==> src/hw/memTypesPkg.sv <==
package memTypesPkg;

    // byte address into the shared RAM
    localparam int AddrWidth = 17;

    // core data word and instruction word
    localparam int DataWidth = 32;

    // RAM port is one byte wide
    localparam int ByteWidth = 8;

    // pc step per instruction
    localparam int InstBytes = 4;

    localparam int RamDepth = 1 << AddrWidth;

endpackage

==> src/hw/instFetchUnit.sv <==
`timescale 1ns/1ps

module instFetchUnit
    import memTypesPkg::*;
(
    input  logic                 clk,
    input  logic                 rst,
    input  logic                 rdy,
    input  logic                 jumpEn,
    input  logic [AddrWidth-1:0] jumpAddr,
    input  logic                 instTaken,
    input  logic                 fetchDone,
    input  logic [DataWidth-1:0] fetchInst,
    output logic                 fetchEn,
    output logic [AddrWidth-1:0] fetchAddr,
    output logic                 instValid,
    output logic [AddrWidth-1:0] instAddr,
    output logic [DataWidth-1:0] instData
);

    logic [AddrWidth-1:0] pc;
    // a fetch for the old stream may still be in flight
    logic                 discard;
    logic                 keepFetch;

    assign fetchEn   = !instValid && !jumpEn;
    assign fetchAddr = pc;
    assign keepFetch = fetchDone && !discard && !jumpEn;

    always_ff @(posedge clk) begin
        if (rst) begin
            pc        <= '0;
            instValid <= 1'b0;
            discard   <= 1'b0;
        end else if (rdy) begin
            if (jumpEn) begin
                pc        <= jumpAddr;
                instValid <= 1'b0;
                // empty slot without a done this cycle means a request is open
                discard   <= !instValid && !fetchDone;
            end else if (fetchDone) begin
                if (discard) begin
                    discard <= 1'b0;
                end else begin
                    instValid <= 1'b1;
                    pc        <= pc + AddrWidth'(InstBytes);
                end
            end else if (instValid && instTaken) begin
                instValid <= 1'b0;
            end
        end
    end

    always_ff @(posedge clk) begin
        if (rdy && keepFetch) begin
            instAddr <= pc;
            instData <= fetchInst;
        end
    end

endmodule

==> config.mk <==
export PLATFORM = sky130hd
export DESIGN_NAME = instFetchUnit
export DESIGN_NICKNAME = d
export VERILOG_FILES = /design/src/hw/memTypesPkg.sv /design/src/hw/instFetchUnit.sv
export SDC_FILE = /design/constraint.sdc
export NUM_CORES = 1
export LEC_CHECK = 0
export BUFFER_PORTS_ARGS = -buffer_cell sky130_fd_sc_hd__buf_2
export CAP_MARGIN = 20
export CORE_ASPECT_RATIO = 1.25
export CORE_UTILIZATION = 35
export DETAILED_ROUTE_END_ITERATION = 7
export GPL_ROUTABILITY_DRIVEN = 0
export PLACE_DENSITY_LB_ADDON = 0.08
export SLEW_MARGIN = 20
export SYNTH_ARGS = -nofsm -noshare
export SYNTH_HDL_FRONTEND = slang
export SYNTH_SLANG_ARGS = --single-unit
export TNS_END_PERCENT = 10
==> constraint.sdc <==
create_clock -name clk -period 9 [get_ports clk]
set_clock_uncertainty 0.15 [all_clocks]
set_input_delay 0.9 -clock clk [delete_from_list [all_inputs] [get_ports clk]]
set_output_delay 0.9 -clock clk [all_outputs]
set_load 0.005 [all_outputs]
# After elaboration in Yosys (flattened, before gate mapping)
# Index checks and enable logic that the tools add are counted.
[totals] wordCells=32 out_inout_bits=68 in_bits=55 ff_bits=68
[op_classes] muxes=9 eq_ne=2 reduce_logical=15 add_sub_neg=1
[op_table] op="$mux W17" count=3
[op_table] op="$add A17 B3 Y17 const B" count=1
[op_table] op="$logic_and A1 B1 Y1" count=6
[op_table] op="$mux W1" count=6
[op_table] op="$reduce_and A3 Y1" count=2
[op_table] op="$logic_not A1 Y1" count=4
[op_table] op="$ne A3 B3 Y1 const B" count=1
[op_table] op="$reduce_bool A3 Y1" count=1
[op_table] op="$ne A2 B2 Y1 const B" count=1
[op_table] op="$reduce_and A2 Y1" count=1
[op_table] op="$reduce_bool A2 Y1" count=1

# Logic depth before layout (Yosys ltp)
[logic_depth] ltp_word=4 ltp_mapped=6 ltp_nobuf=5

# Worst setup path after synthesis
# No wires, ideal clock.
[synth_path] path_kind="in2reg" from="input port jumpEn" to="register instAddr[0], enable pin" stages=4 path_buffers=3 setup_slack_ns=4.846 setup_time_ns=0.456 arrival_ns=3.548 required_time_ns=8.394 path_cell_list="clkbuf_1 -> clkbuf_1 -> clkbuf_1 -> nor2_1"
[synth_between] elab_chain_cells=3
[synth_rtl] item="start, declared" line="instFetchUnit.sv:9" text="input logic jumpEn,"
[synth_rtl] item="$logic_not A1 Y1" line="instFetchUnit.sv:28" text="assign keepFetch = fetchDone && !discard && !jumpEn;"
[synth_rtl] item="$logic_and A1 B1 Y1" line="instFetchUnit.sv:28"
[synth_rtl] item="$logic_and A1 B1 Y1" line="instFetchUnit.sv:55" text="if (rdy && keepFetch) begin"
[synth_rtl] item="end signal, assigned" line="instFetchUnit.sv:56" text="instAddr <= pc;"
[synth_rtl] item="end, declared" line="instFetchUnit.sv:17" text="output logic [AddrWidth-1:0] instAddr,"
# Every way passes these cells.
# A chain may end at the register's enable or synchronous reset.

# Worst setup path in the final report
[layout_path] from="input port jumpEn" to="output port fetchEn"
[layout_between] elab_chain_cells=2
[layout_rtl] item="$logic_not A1 Y1" line="instFetchUnit.sv:26" text="assign fetchEn = !instValid && !jumpEn;"
[layout_rtl] item="$logic_and A1 B1 Y1" line="instFetchUnit.sv:26"
[layout_rtl] item="end, declared" line="instFetchUnit.sv:14" text="output logic fetchEn,"
# Every way passes these cells.

==> flow_metrics.env <==
export IMPL_outcome="finished, final reports clean"
export IMPL_dr_pass1_iters=4
export IMPL_port_buffer_count=122
export IMPL_fin_util=0.497
export IMPL_holdBufCountCts=0
export IMPL_rows=34
export IMPL_synth_area_leaders="edfxtp_1 56%, dfxtp_1 14%, nand2_1 3.0%"
export IMPL_worst_ir_drop_vdd_uv=95.4
export IMPL_fmax_mhz=362
export IMPL_synth_area_um2=2620
export IMPL_tightest_slew_ns=0.772
export IMPL_clkLatencyLatePin_ns=0.33
export IMPL_power_leakage_nw=1.47
export IMPL_path_buf_inv=2
export IMPL_max_stage_delay_ns=0.59
export IMPL_crit_path_cell_trace="buf_2 -> nor2_1 -> buf_2"
export IMPL_fin_setup_tns_ns=0
export IMPL_clk_path_buf_depth=2
export IMPL_synthCells=202
export IMPL_total_power_mw=0.667
export IMPL_yosysSeqAreaShare=0.706
export IMPL_slowest_stage="buf_2"
export IMPL_yosys_area_top_type_share=0.561
export IMPL_die_w_um=79.4
export IMPL_htreeDepth=3
export IMPL_path_common_cell="buf_2"
export IMPL_post_dp_hpwl_mm=4.17
export IMPL_cts_reportedPaths_clkPinSlew_ns=0.07
export IMPL_num_io_pins=123
export IMPL_p_sw_frac=0.214
export IMPL_vias_per_cell=4.98
export IMPL_hold_violations=0
export IMPL_critPathKind="input port to output pin"
export IMPL_synthesis_nets=258
export IMPL_cp_end_kind="output pin"
export IMPL_cap_violations=0
export IMPL_antenna_left=0
export IMPL_die_h_um=98.8
export IMPL_grt_pass1_wl_mm=9.42
export IMPL_cts_resized=0
export IMPL_drtIter0Drc=85
export IMPL_clock_sinks=68
export IMPL_power_switching_mw=0.143
export IMPL_drv_slew=0
export IMPL_layout_min_cycle_time_ns=2.76
export IMPL_setup_viol=0
export IMPL_hold_class="flop to flop"
export IMPL_avgRoutedWirePerCell_um=14.1
export IMPL_synth_seq_cells=68
export IMPL_cp_max_fo=46
export IMPL_stdcell_count=420
export IMPL_gr_usage_all_layers=0.157
export IMPL_pwr_share_clk=0.389
export IMPL_power_density_nw_per_um2=189
export IMPL_max_slew_margin=0.485
export IMPL_ys_warn_count=0
export IMPL_fin_area_um2=3530
export IMPL_synth_top_area_cell="edfxtp_1"
export IMPL_cts_buffers=9
export IMPL_arrival_ns=1.71
export IMPL_vias=2091
export IMPL_clock_root_buffer="clkbuf_8"
export IMPL_placed_cell_area_um2=3320
export IMPL_critPathTopFamily="buffers and inverters"
export IMPL_antenna_found_initial=0
export IMPL_antennaDiodeCount=0
export IMPL_grt_max_degree=48
export IMPL_finalCritPeriodShare=0.307
export IMPL_rsz0062_at_grt="false"
export IMPL_overflow=0
export IMPL_grt_pass1_vias=1958
export IMPL_start_util=0.369
export IMPL_drive_above_1_share=0.439
export IMPL_tritoncts="done"
export IMPL_ys_types=43
export IMPL_totalWireLength_mm=5.91
export IMPL_pwr_share_seq=0.536
export IMPL_avgSynthCellArea_um2=13.0
export IMPL_area_growth_pct=34.5
export IMPL_drc_errors=0
export IMPL_crit_path_start_kind="input port"
export IMPL_power_frac_comb=0.075
export IMPL_post_cts_buffers=0
export IMPL_internal_power_mw=0.524
export IMPL_worstPathRequired_ns=7.95
export IMPL_dieArea_um2=7850
export IMPL_dp_cells=405
export IMPL_core_area_um2=7100
export IMPL_fin_nets=382
==> Yosys cell counts <==
| cell type | n |
|---|---|
| a21oi_1 | 11 |
| inv_1 | 2 |
| ha_1 | 1 |
| a21o_2 | 1 |
| or4_4 | 1 |
| nand4_2 | 1 |
| o211a_1 | 1 |
| o22ai_1 | 2 |
| o41ai_1 | 3 |
| and3_1 | 5 |
| nand2_1 | 21 |
| nand3_2 | 1 |
| or2_2 | 2 |
| nor4b_1 | 1 |
| o311ai_0 | 1 |
| o211ai_1 | 1 |
| a22o_1 | 3 |
| edfxtp_1 | 49 |
| nor2b_1 | 2 |
| mux2i_1 | 1 |
| or3_1 | 2 |
| or4b_2 | 1 |
| and3_2 | 1 |
| o21a_1 | 1 |
| a31oi_1 | 5 |
| or4_1 | 1 |
| nand4b_1 | 1 |
| o31ai_1 | 5 |
| and4_1 | 1 |
| nor4_1 | 2 |
| o21ai_0 | 8 |
| nand4_1 | 1 |
| nand3_1 | 10 |
| nor3_1 | 3 |
| a32o_1 | 1 |
| o2bb2ai_1 | 1 |
| clkbuf_1 | 10 |
| o221ai_1 | 2 |
| a211oi_1 | 1 |
| dfxtp_1 | 19 |
| nor2_1 | 13 |
| nand3b_1 | 2 |
| a211o_1 | 1 |
==> per-layer routing <==
| layer | wire [um] | up-vias | share of wire | GRT usage |
|---|---|---|---|---|
| met2 | 2860 | 87 | 0.48 | 0.252 |
| met4 | 72 | 0 | 0.012 | 0.0713 |
| li1 | - | 1028 | - | - |
| met3 | 373 | 8 | 0.063 | 0.0426 |
| met5 | 0 | - | 0 | 0 |
| met1 | 2600 | 968 | 0.44 | 0.194 |
==> final cells by class <==
class                      count  area [um2]
fill                         672        3580
sequential                    68        1850
multi-input combinational    122         734
timing repair buffer         123         618
clock buffer                   9         124
tap                           90         113
clock inverter                 6        80.1
inverter                       2        7.51
==> per-stage QoR <==
step	setup slack, ns	hold slack (ns)
detailed placement	6.13	0.297
global route	6.17	0.327
CTS	6.25	0.316
floorplan	4.85	0.304
finish	6.24	0.315
global placement	5.93	0.302
==> power by group through the flow <==
stage,Combinational [mW],Sequential [mW],Clock (mW)
floorplan,0.0220,0.364,0
global placement,0.0506,0.364,0
detailed placement,0.0510,0.364,0
CTS,0.0512,0.357,0.266
global route,0.0570,0.359,0.281
finish,0.0502,0.357,0.259
==> sequential cells by signal, summed over array words and instances (netlist names) <==
signal / count
discard: 1
fetchAddr: 17
instAddr: 17
instData: 32
instValid: 1
==> path summary, 6_finish.rpt <==
kind	slack [ns]	to	cells after the start	start
worst max-delay path	6.24	fetchEn	3	jumpEn
worst min register to register	0.31	instAddr[0]	0	fetchAddr[0]
worst max register to register	6.62	fetchAddr[14]	5	fetchAddr[2]
worst min-delay path	0.31	instAddr[0]	0	fetchAddr[0]
==> cell families (layout without fill, tap and decap cells) <==
kind of cell,Yosys count,count (layout),synth area share
simple gates,72,72,0.145
flops,68,68,0.706
compound gates,48,48,0.124
buf+inv,12,140,0.0172
fa+ha+maj,1,1,0.00477
mux,1,1,0.00382
==> placed cells by master (no fill, tap or decap), drive strengths merged, types with 3 or more instances in the layout <==
cell / instances
o31ai: 5
nand3: 11
o21ai: 8
a31oi: 5
a21oi: 11
edfxtp: 49
nand2: 21
a22o: 3
dfxtp: 19
clkbuf: 9
o41ai: 3
buf: 123
nor2: 13
nor3: 3
and3: 6
clkinv: 3
(Power assumes the default switching activity.)
