File: src/hw/memTypesPkg.sv
package memTypesPkg;

    // byte address into the shared RAM
    localparam int AddrWidth = 17;

    // core data word and instruction word
    localparam int DataWidth = 32;

    // RAM port is one byte wide
    localparam int ByteWidth = 8;

    // pc step per instruction
    localparam int InstBytes = 4;

    localparam int RamDepth = 1 << AddrWidth;

endpackage

File: src/hw/memOpPkg.sv
package memOpPkg;

    // data path access size code
    typedef enum logic [1:0] {
        lenByte = 2'd0,
        lenHalf = 2'd1,
        lenWord = 2'd2
    } accessLenT;

    typedef enum logic [1:0] {
        stIdle  = 2'd0,
        stFetch = 2'd1,
        stLoad  = 2'd2,
        stStore = 2'd3
    } ctrlStateT;

    // byte count per size code, unused code treated as one byte
    localparam logic [2:0] lenBytes [4] = '{3'd1, 3'd2, 3'd4, 3'd1};

endpackage

File: src/hw/memCtrl.sv
`timescale 1ns/1ps

module memCtrl
    import memTypesPkg::*;
    import memOpPkg::*;
(
    input  logic                 clk,
    input  logic                 rst,
    input  logic                 rdy,
    input  logic                 ioBufferFull,
    input  logic                 fetchEn,
    input  logic [AddrWidth-1:0] fetchAddr,
    input  logic                 dcEn,
    input  logic                 dcStore,
    input  accessLenT            dcLen,
    input  logic [AddrWidth-1:0] dcAddr,
    input  logic [DataWidth-1:0] dcWrData,
    input  logic [ByteWidth-1:0] memRdData,
    output logic                 fetchDone,
    output logic [DataWidth-1:0] fetchInst,
    output logic                 dcDone,
    output logic [DataWidth-1:0] dcRdData,
    output logic                 memWe,
    output logic [AddrWidth-1:0] memAddr,
    output logic [ByteWidth-1:0] memWrData
);

    ctrlStateT            state;
    logic [2:0]           stage;
    logic [2:0]           byteCnt;
    logic [AddrWidth-1:0] baseAddr;
    logic [DataWidth-1:0] wrData;
    logic [DataWidth-1:0] asmWord;
    logic [AddrWidth-1:0] lastAddr;

    logic                 active;
    logic                 canAccept;
    logic [1:0]           byteIdx;
    logic [AddrWidth-1:0] issueAddr;
    logic                 issueWe;
    logic [ByteWidth-1:0] issueData;
    logic [DataWidth-1:0] assembled;

    assign active = rdy && !ioBufferFull;

    // the cycle holding a done pulse counts as the idle gap
    assign canAccept = (state == stIdle) && !dcDone && !fetchDone;

    // byte returned now belongs to the address of the previous stage
    assign byteIdx = 2'(stage - 3'd1);

    always_comb begin
        issueWe   = 1'b0;
        issueData = dcWrData[ByteWidth-1:0];
        assembled = asmWord;
        assembled[byteIdx*ByteWidth +: ByteWidth] = memRdData;
        if (state == stIdle) begin
            issueAddr = dcEn ? dcAddr : fetchAddr;
            // store writes byte 0 in the accept cycle
            issueWe   = canAccept && dcEn && dcStore;
        end else begin
            issueAddr = baseAddr + AddrWidth'(stage);
            if (state == stStore) begin
                issueWe   = 1'b1;
                issueData = wrData[stage*ByteWidth +: ByteWidth];
            end
        end
    end

    // frozen cycles repeat the last address so the registered read stays valid
    assign memAddr   = active ? issueAddr : lastAddr;
    assign memWe     = active && issueWe;
    assign memWrData = issueData;

    always_ff @(posedge clk) begin
        if (rst) begin
            state     <= stIdle;
            stage     <= '0;
            dcDone    <= 1'b0;
            fetchDone <= 1'b0;
            lastAddr  <= '0;
        end else if (active) begin
            lastAddr  <= memAddr;
            dcDone    <= 1'b0;
            fetchDone <= 1'b0;
            case (state)
                stIdle: begin
                    if (canAccept && dcEn) begin
                        stage <= 3'd1;
                        if (!dcStore) begin
                            state <= stLoad;
                        end else if (lenBytes[dcLen] == 3'd1) begin
                            dcDone <= 1'b1;
                        end else begin
                            state <= stStore;
                        end
                    end else if (canAccept && fetchEn) begin
                        stage <= 3'd1;
                        state <= stFetch;
                    end
                end
                stLoad, stFetch: begin
                    if (stage == byteCnt) begin
                        state <= stIdle;
                        if (state == stLoad) begin
                            dcDone <= 1'b1;
                        end else begin
                            fetchDone <= 1'b1;
                        end
                    end else begin
                        stage <= stage + 3'd1;
                    end
                end
                stStore: begin
                    if (stage == byteCnt - 3'd1) begin
                        state  <= stIdle;
                        dcDone <= 1'b1;
                    end else begin
                        stage <= stage + 3'd1;
                    end
                end
                default: state <= stIdle;
            endcase
        end
    end

    // request fields and assembled words
    always_ff @(posedge clk) begin
        if (active) begin
            if (canAccept && dcEn) begin
                baseAddr <= dcAddr;
                byteCnt  <= lenBytes[dcLen];
                wrData   <= dcWrData;
                asmWord  <= '0;
            end else if (canAccept && fetchEn) begin
                baseAddr <= fetchAddr;
                byteCnt  <= 3'(InstBytes);
                asmWord  <= '0;
            end else if (state == stLoad || state == stFetch) begin
                asmWord <= assembled;
                if (stage == byteCnt && state == stLoad) begin
                    dcRdData <= assembled;
                end
                if (stage == byteCnt && state == stFetch) begin
                    fetchInst <= assembled;
                end
            end
        end
    end

endmodule

File: config.mk
export PLATFORM = sky130hd
export DESIGN_NAME = memCtrl
export DESIGN_NICKNAME = d
export VERILOG_FILES = /design/src/hw/memTypesPkg.sv /design/src/hw/memOpPkg.sv /design/src/hw/memCtrl.sv
export SDC_FILE = /design/constraint.sdc
export NUM_CORES = 1
export LEC_CHECK = 0
export BUFFER_PORTS_ARGS = -buffer_cell sky130_fd_sc_hd__clkbuf_2
export CAP_MARGIN = 10
export CORE_MARGIN = 5
export CORE_UTILIZATION = 25
export CTS_CLUSTER_SIZE = 20
export DETAILED_ROUTE_END_ITERATION = 7
export SETUP_SLACK_MARGIN = 0.1
export SYNTH_ARGS = -nofsm -noshare
export SYNTH_HDL_FRONTEND = slang
export SYNTH_SLANG_ARGS = --single-unit
File: constraint.sdc
create_clock -name clk -period 10.7 [get_ports clk]
set_input_delay 2.14 -clock clk [delete_from_list [all_inputs] [get_ports clk]]
set_output_delay 2.14 -clock clk [all_outputs]
set_load 0.005 [all_outputs]
======== Yosys cells after proc, flatten, opt, wreduce, memory -nomap -nowiden ========
Index checks and enable logic that the tools add are counted.
word-level totals
  flip-flop bits (word level) ............. 172
  bits in latches ......................... 0
  bits in writable memories ............... 0
  ROM bits ................................ 0
  output and inout port bits .............. 92
  logic and storage cells ................. 98
  memories kept ........................... 0
operators by class
  $add $sub $neg .......................... 5
  $mul .................................... 0
  div/mod/pow operators ................... 0
  magnitude comparators ................... 1
  eq/ne operators ......................... 12
  shift-type cells ........................ 3
  muxes and demuxes ....................... 38
  bitwise logic cells ..................... 3
  reductions and logical operators ........ 25
operators by type and width
  cell                       number
  $mux W17                   5
  $neg A5 Y34                1
  $shift A8 B34 Y32 const A  1
  $shiftx A8 B34 Y32         1
  $bwmux W32                 1
  $mux W32                   1
  $shiftx A32 B7 Y8          1
  $mux W3                    8
  $add A17 B3 Y17            1
  $mux W8                    2
  $reduce_and A5 Y1          3
  $mux W2                    6
  $mux W1                    11
  $logic_and A1 B1 Y1        9
  $pmux W3 S3                1
  $bmux W3 S2                1
  $eq A3 B3 Y1               2
  $ne A2 B2 Y1 const B       3
  $pmux W2 S3                1
  $reduce_and A2 Y1          3
  $eq A2 B2 Y1 const B       2
  $ne A4 B4 Y1 const B       1
  $reduce_and A4 Y1          1
  $reduce_or A2 Y1           2
  16 further kinds           19

======== Longest topological paths before layout ========
  depth after elaboration ................. 9
  depth in mapped cells ................... 8
  gate-level depth less buffers ........... 7

======== Worst setup path after synthesis ========
Ideal clock, no wire load.
  path kind ............................... input to register
  start ................................... in dcEn
  end ..................................... reg fetchInst[0], enable pin
  arrival ................................. 6087 ps
  setup slack ............................. 4100 ps
  stages on the path ...................... 5
  buffers on the path ..................... 2
  cell sequence ........................... buf_2 nor2_1 nor2b_1 clkbuf_1 nor4b_1
between the ends
  cells in the longest elaborated chain, start to end .. 3
RTL lines
  what                         line            source
  from (decl)                  memCtrl.sv:13   input logic dcEn,
  $logic_and A1 B1 Y1          memCtrl.sv:130  if (canAccept && dcEn) begin
  $not A1 Y1 (no line)         --
  $reduce_and A5 Y1 (no line)  --
  to (signal assigned)         memCtrl.sv:145  fetchInst <= assembled;
  to (decl)                    memCtrl.sv:20   output logic [DataWidth-1:0] fetchInst,
No other way between the ends.
A chain may end at the register's enable or synchronous reset.

======== Worst setup path after layout ========
  start ................................... in dcEn
  end ..................................... out memAddr[13]
between the ends
  cells in the longest elaborated chain, start to end .. 3
RTL lines
  what       line           source
  $mux W17   memCtrl.sv:58  issueAddr = dcEn ? dcAddr : fetchAddr;
  $mux W17   memCtrl.sv:57  if (state == stIdle) begin
  $mux W17   memCtrl.sv:71  assign memAddr = active ? issueAddr : lastAddr;
  to (decl)  memCtrl.sv:24  output logic [AddrWidth-1:0] memAddr,
No other way between the ends.

==> metrics.md <==
| Metric | Value |
|---|---|
| Status | finished clean |
| Die X | 186 microns |
| Crit path time final | around 5700 ps |
| Initial antenna violation count | 0 |
| Vias | 5392 |
| Pleak | 3.83 nW |
| Post-synth EDFFs | 148 |
| Critical Path End | memAddr[13] |
| Nets | 911 |
| Startpoint Class | primary input |
| CTS Hold Buffers Added | 0 |
| R2R cell count | 8 |
| IO Pins | roughly 180 |
| Highest Clock Rate | 0.175 GHz |
| Worst vdd ir | 0.0000893 V |
| Setup ws final | 4970 ps |
| Switching fraction of total power | 0.265 |
| Max_cap viols | 0 |
| Die area | between 30000 and 40000 sq um |
| Sinks on Clock Net | about 170 |
| Gr usage total | 0.111 |
| Initial core utilization | 0.254 |
| Clock network power share | 0.404 |
| Peak fanout along the critical path | 20 |
| Gr ovfl total | 0 |
| Clk root buf | clkbuf_16 |
| Slowest CP cell | clkbuf_2 |
| Gate Count Post-Synth | 633 |
| Final WL | approximately 20000 microns |
| Vias in the first global route | 5277 |
| Simple-Gate Fraction of Synth Area | 0.163 |
| Most frequent cells in the layout | clkbuf_2 (174), edfxtp_1 (148), nand2_1 (139), a21oi_1 (50), nand2b_1 (35) |
| Synth area leaders | edfxtp_1 (57%), nand2_1 (6.7%), dfxtp_1 (6.2%) |
| Combinational group share of total power | 0.111 |
| Rel. slew slack | 0.318 |
| Largest area contributor in the netlist | edfxtp_1 |
| Hold Path Depth | 2 |
| Net Switching | 0.423 mW |
| Seq cells post-synth | 172 |
| Syn-to-layout area delta | 25.2% |
| Residual DRC | 0 |
| Synthesized area | 7760 sq um |
| TritonCTS clock tree | done |
| Worst Path Arrival | 3590 ps |
| First-pass DRT Iterations | 4 |
| RSZ-0062 raised after global routing | no |
| Yosys cell types | 57 |
| Crit-path leading delay family | buffers and inverters |
| Setup Skew | ~9.5 ps |
| Post-synthesis async set-or-reset flop share | 0 |
| Mux share of post-synthesis cell area | 0.0500 |
| Final Setup Violations | 0 |
| Final-report hold violation count | 0 |
| Period utilisation layout | 0.536 |
| Post-cts resize count | 0 |
| Post-CTS Setup Bufs | 0 |
| Die Y | roughly 190 microns |
| Register area share after synthesis | 0.635 |
| Worst EP required | about 8600 ps |
| Crit path cell chain | clkbuf_2 > mux2_2 > nand2_1 > o211ai_1 > o21ai_0 > nand2_1 > clkbuf_2 |
| Clock Tree Buf Depth | 2 |
| Clock slew at reported path FFs | approximately 70 ps |
| Skew-Pair Late Insertion Delay | 420 ps |
| Synthesized area per cell | 12.3 sq um |
| Flop pwr share | 0.485 |
| Critical path launch point | dcEn |
| WS Path Type | primary input to output port |
| Largest net degree at the start of global routing | 37 |
| Worst R2R Setup Slack | 7670 ps |
| Post-route ant nets | 0 |
| Count of final max-slew check failures | 0 |
| Adder-cell area share of the yosys netlist | 0.0300 |
| Commonest non-fill, non-tap cell in the layout | clkbuf_2 |
| Reg-to-Reg Start | state[1] |
| Antenna Cells | 0 |
| Slew @ Worst Pin | 1020 ps |
| Worst Hold Class | flip-flop to flip-flop |
| Share of layout cells above drive strength 1 | 0.296 |
| Final setup TNS | 0 ps |
| Hpwl dp | 13900 microns |
| CTS H-Tree Depth | 4 |
| Syn_nets | 734 |
| R2r endpoint | asmWord[10] |
| Top_reg_cell synth | edfxtp_1 |
| IO buf count | between 150 and 200 |
| YS warnings | 0 |
| Crit path buf inv count | 2 |
| Core ar. | 30600 sq um |
| Worst setup EP type | output port |
| DP Worst Slack | about 5000 ps |
| Largest family of logic cells by synthesized area | simple AND/OR/NAND/NOR gates |
| Power Internal | about 1.2 mW |
| Vias/cell | 4.42 |
| Xor and xnor fraction of the mapped netlist area | 0.0153 |
| Row Count | 64 |
| WL per Instance | 16.0 microns |
| Initial DRC count | between 200 and 250 |
| Total CTS buffers | 17 |
| Compound-Gate Fraction of Synth Area | 0.0816 |
| Area share of the largest cell type after synthesis | 0.573 |
| GP Congestion | around 0.78 |
| Global-route wire length before repair | 29600 microns |
| WP depth | 7 |
| Critical Path Max Stage Delay | 520 ps |
| PwrDens | around 160 nW/um^2 |
-- cells by family after synthesis --
kind of cell / Yosys count
XOR/XNOR: 12
flip-flops: 172
buffers and inverters: 40
AND/OR/NAND/NOR: 259
AO/OA/AOI/OAI: 104
adder cells (fa/ha/maj): 18
multiplexers: 28
-- sequential cells by signal (all words and copies together) (netlist names) --
register / flops
fetchInst: 32
wrData: 32
baseAddr: 17
lastAddr: 17
dcDone: 1
asmWord: 32
stage: 3
fetchDone: 1
dcRdData: 32
byteCnt: 3
state: 2
-- Yosys cell counts (14+ instances only) --
library cell	n
ha_1	17
dfxtp_1	24
edfxtp_1	148
o21ai_0	16
mux2i_1	14
nand2_1	139
inv_1	14
a21oi_1	50
clkbuf_1	16
nor2_1	19
nand2b_1	35
-- final cells by class --
type,instances,area (sq um)
inverter,14,52.6
clock inverter,15,195
multi-input combinational,421,2680
timing repair buffer,184,946
fill,3123,20900
sequential,172,4920
tap,396,495
clock buffer,17,425
-- worst min-delay path: stages (launching register included) --
cell and delay, ps:
dfxtp_1 300, nand2_1 60, a21oi_1 50
-- through the flow --
step / area, sq um / utilization / instances / total power [mW] / hold WS (ps)
floorplan: 7760 / - / 633 / 0.897 / 440
global placement: 9100 / 0.297 / 1187 / 0.965 / 449
detailed placement: 9100 / 0.297 / 1187 / 0.969 / 453
CTS: 9720 / 0.318 / 1219 / 1.62 / 464
global route: 9720 / 0.318 / 1219 / 1.67 / 495
finish: 9720 / 0.318 / 1219 / 1.59 / 460
-- worst min-delay path by stage --
| stage | endpoint | start | slack [ps] |
|---|---|---|---|
| global placement | lastAddr[5] | lastAddr[5] | 450 |
| finish | lastAddr[5] | lastAddr[5] | 460 |
| global route | lastAddr[5] | lastAddr[5] | 490 |
| detailed placement | lastAddr[5] | lastAddr[5] | 450 |
| floorplan | lastAddr[5] | lastAddr[5] | 440 |
| CTS | lastAddr[5] | lastAddr[5] | 460 |
-- per-layer routing --
| layer | up-vias | share of wire | GRT usage |
|---|---|---|---|
| met2 | 155 | 0.45 | 0.173 |
| li1 | 2653 | - | - |
| met5 | - | 0 | 0 |
| met4 | 0 | 0.0087 | 0.0262 |
| met3 | 10 | 0.060 | 0.0288 |
| met1 | 2574 | 0.48 | 0.156 |
-- power groups by stage --
stage	clock network, mW	logic [mW]	registers, mW
2_1_floorplan	0	0.111	0.787
3_3_place_gp	0	0.177	0.788
3_5_place_dp	0	0.180	0.789
4_1_cts	0.665	0.181	0.774
5_1_grt	0.691	0.199	0.776
6_report	0.644	0.177	0.774
Power figures use the tool's default switching activity.
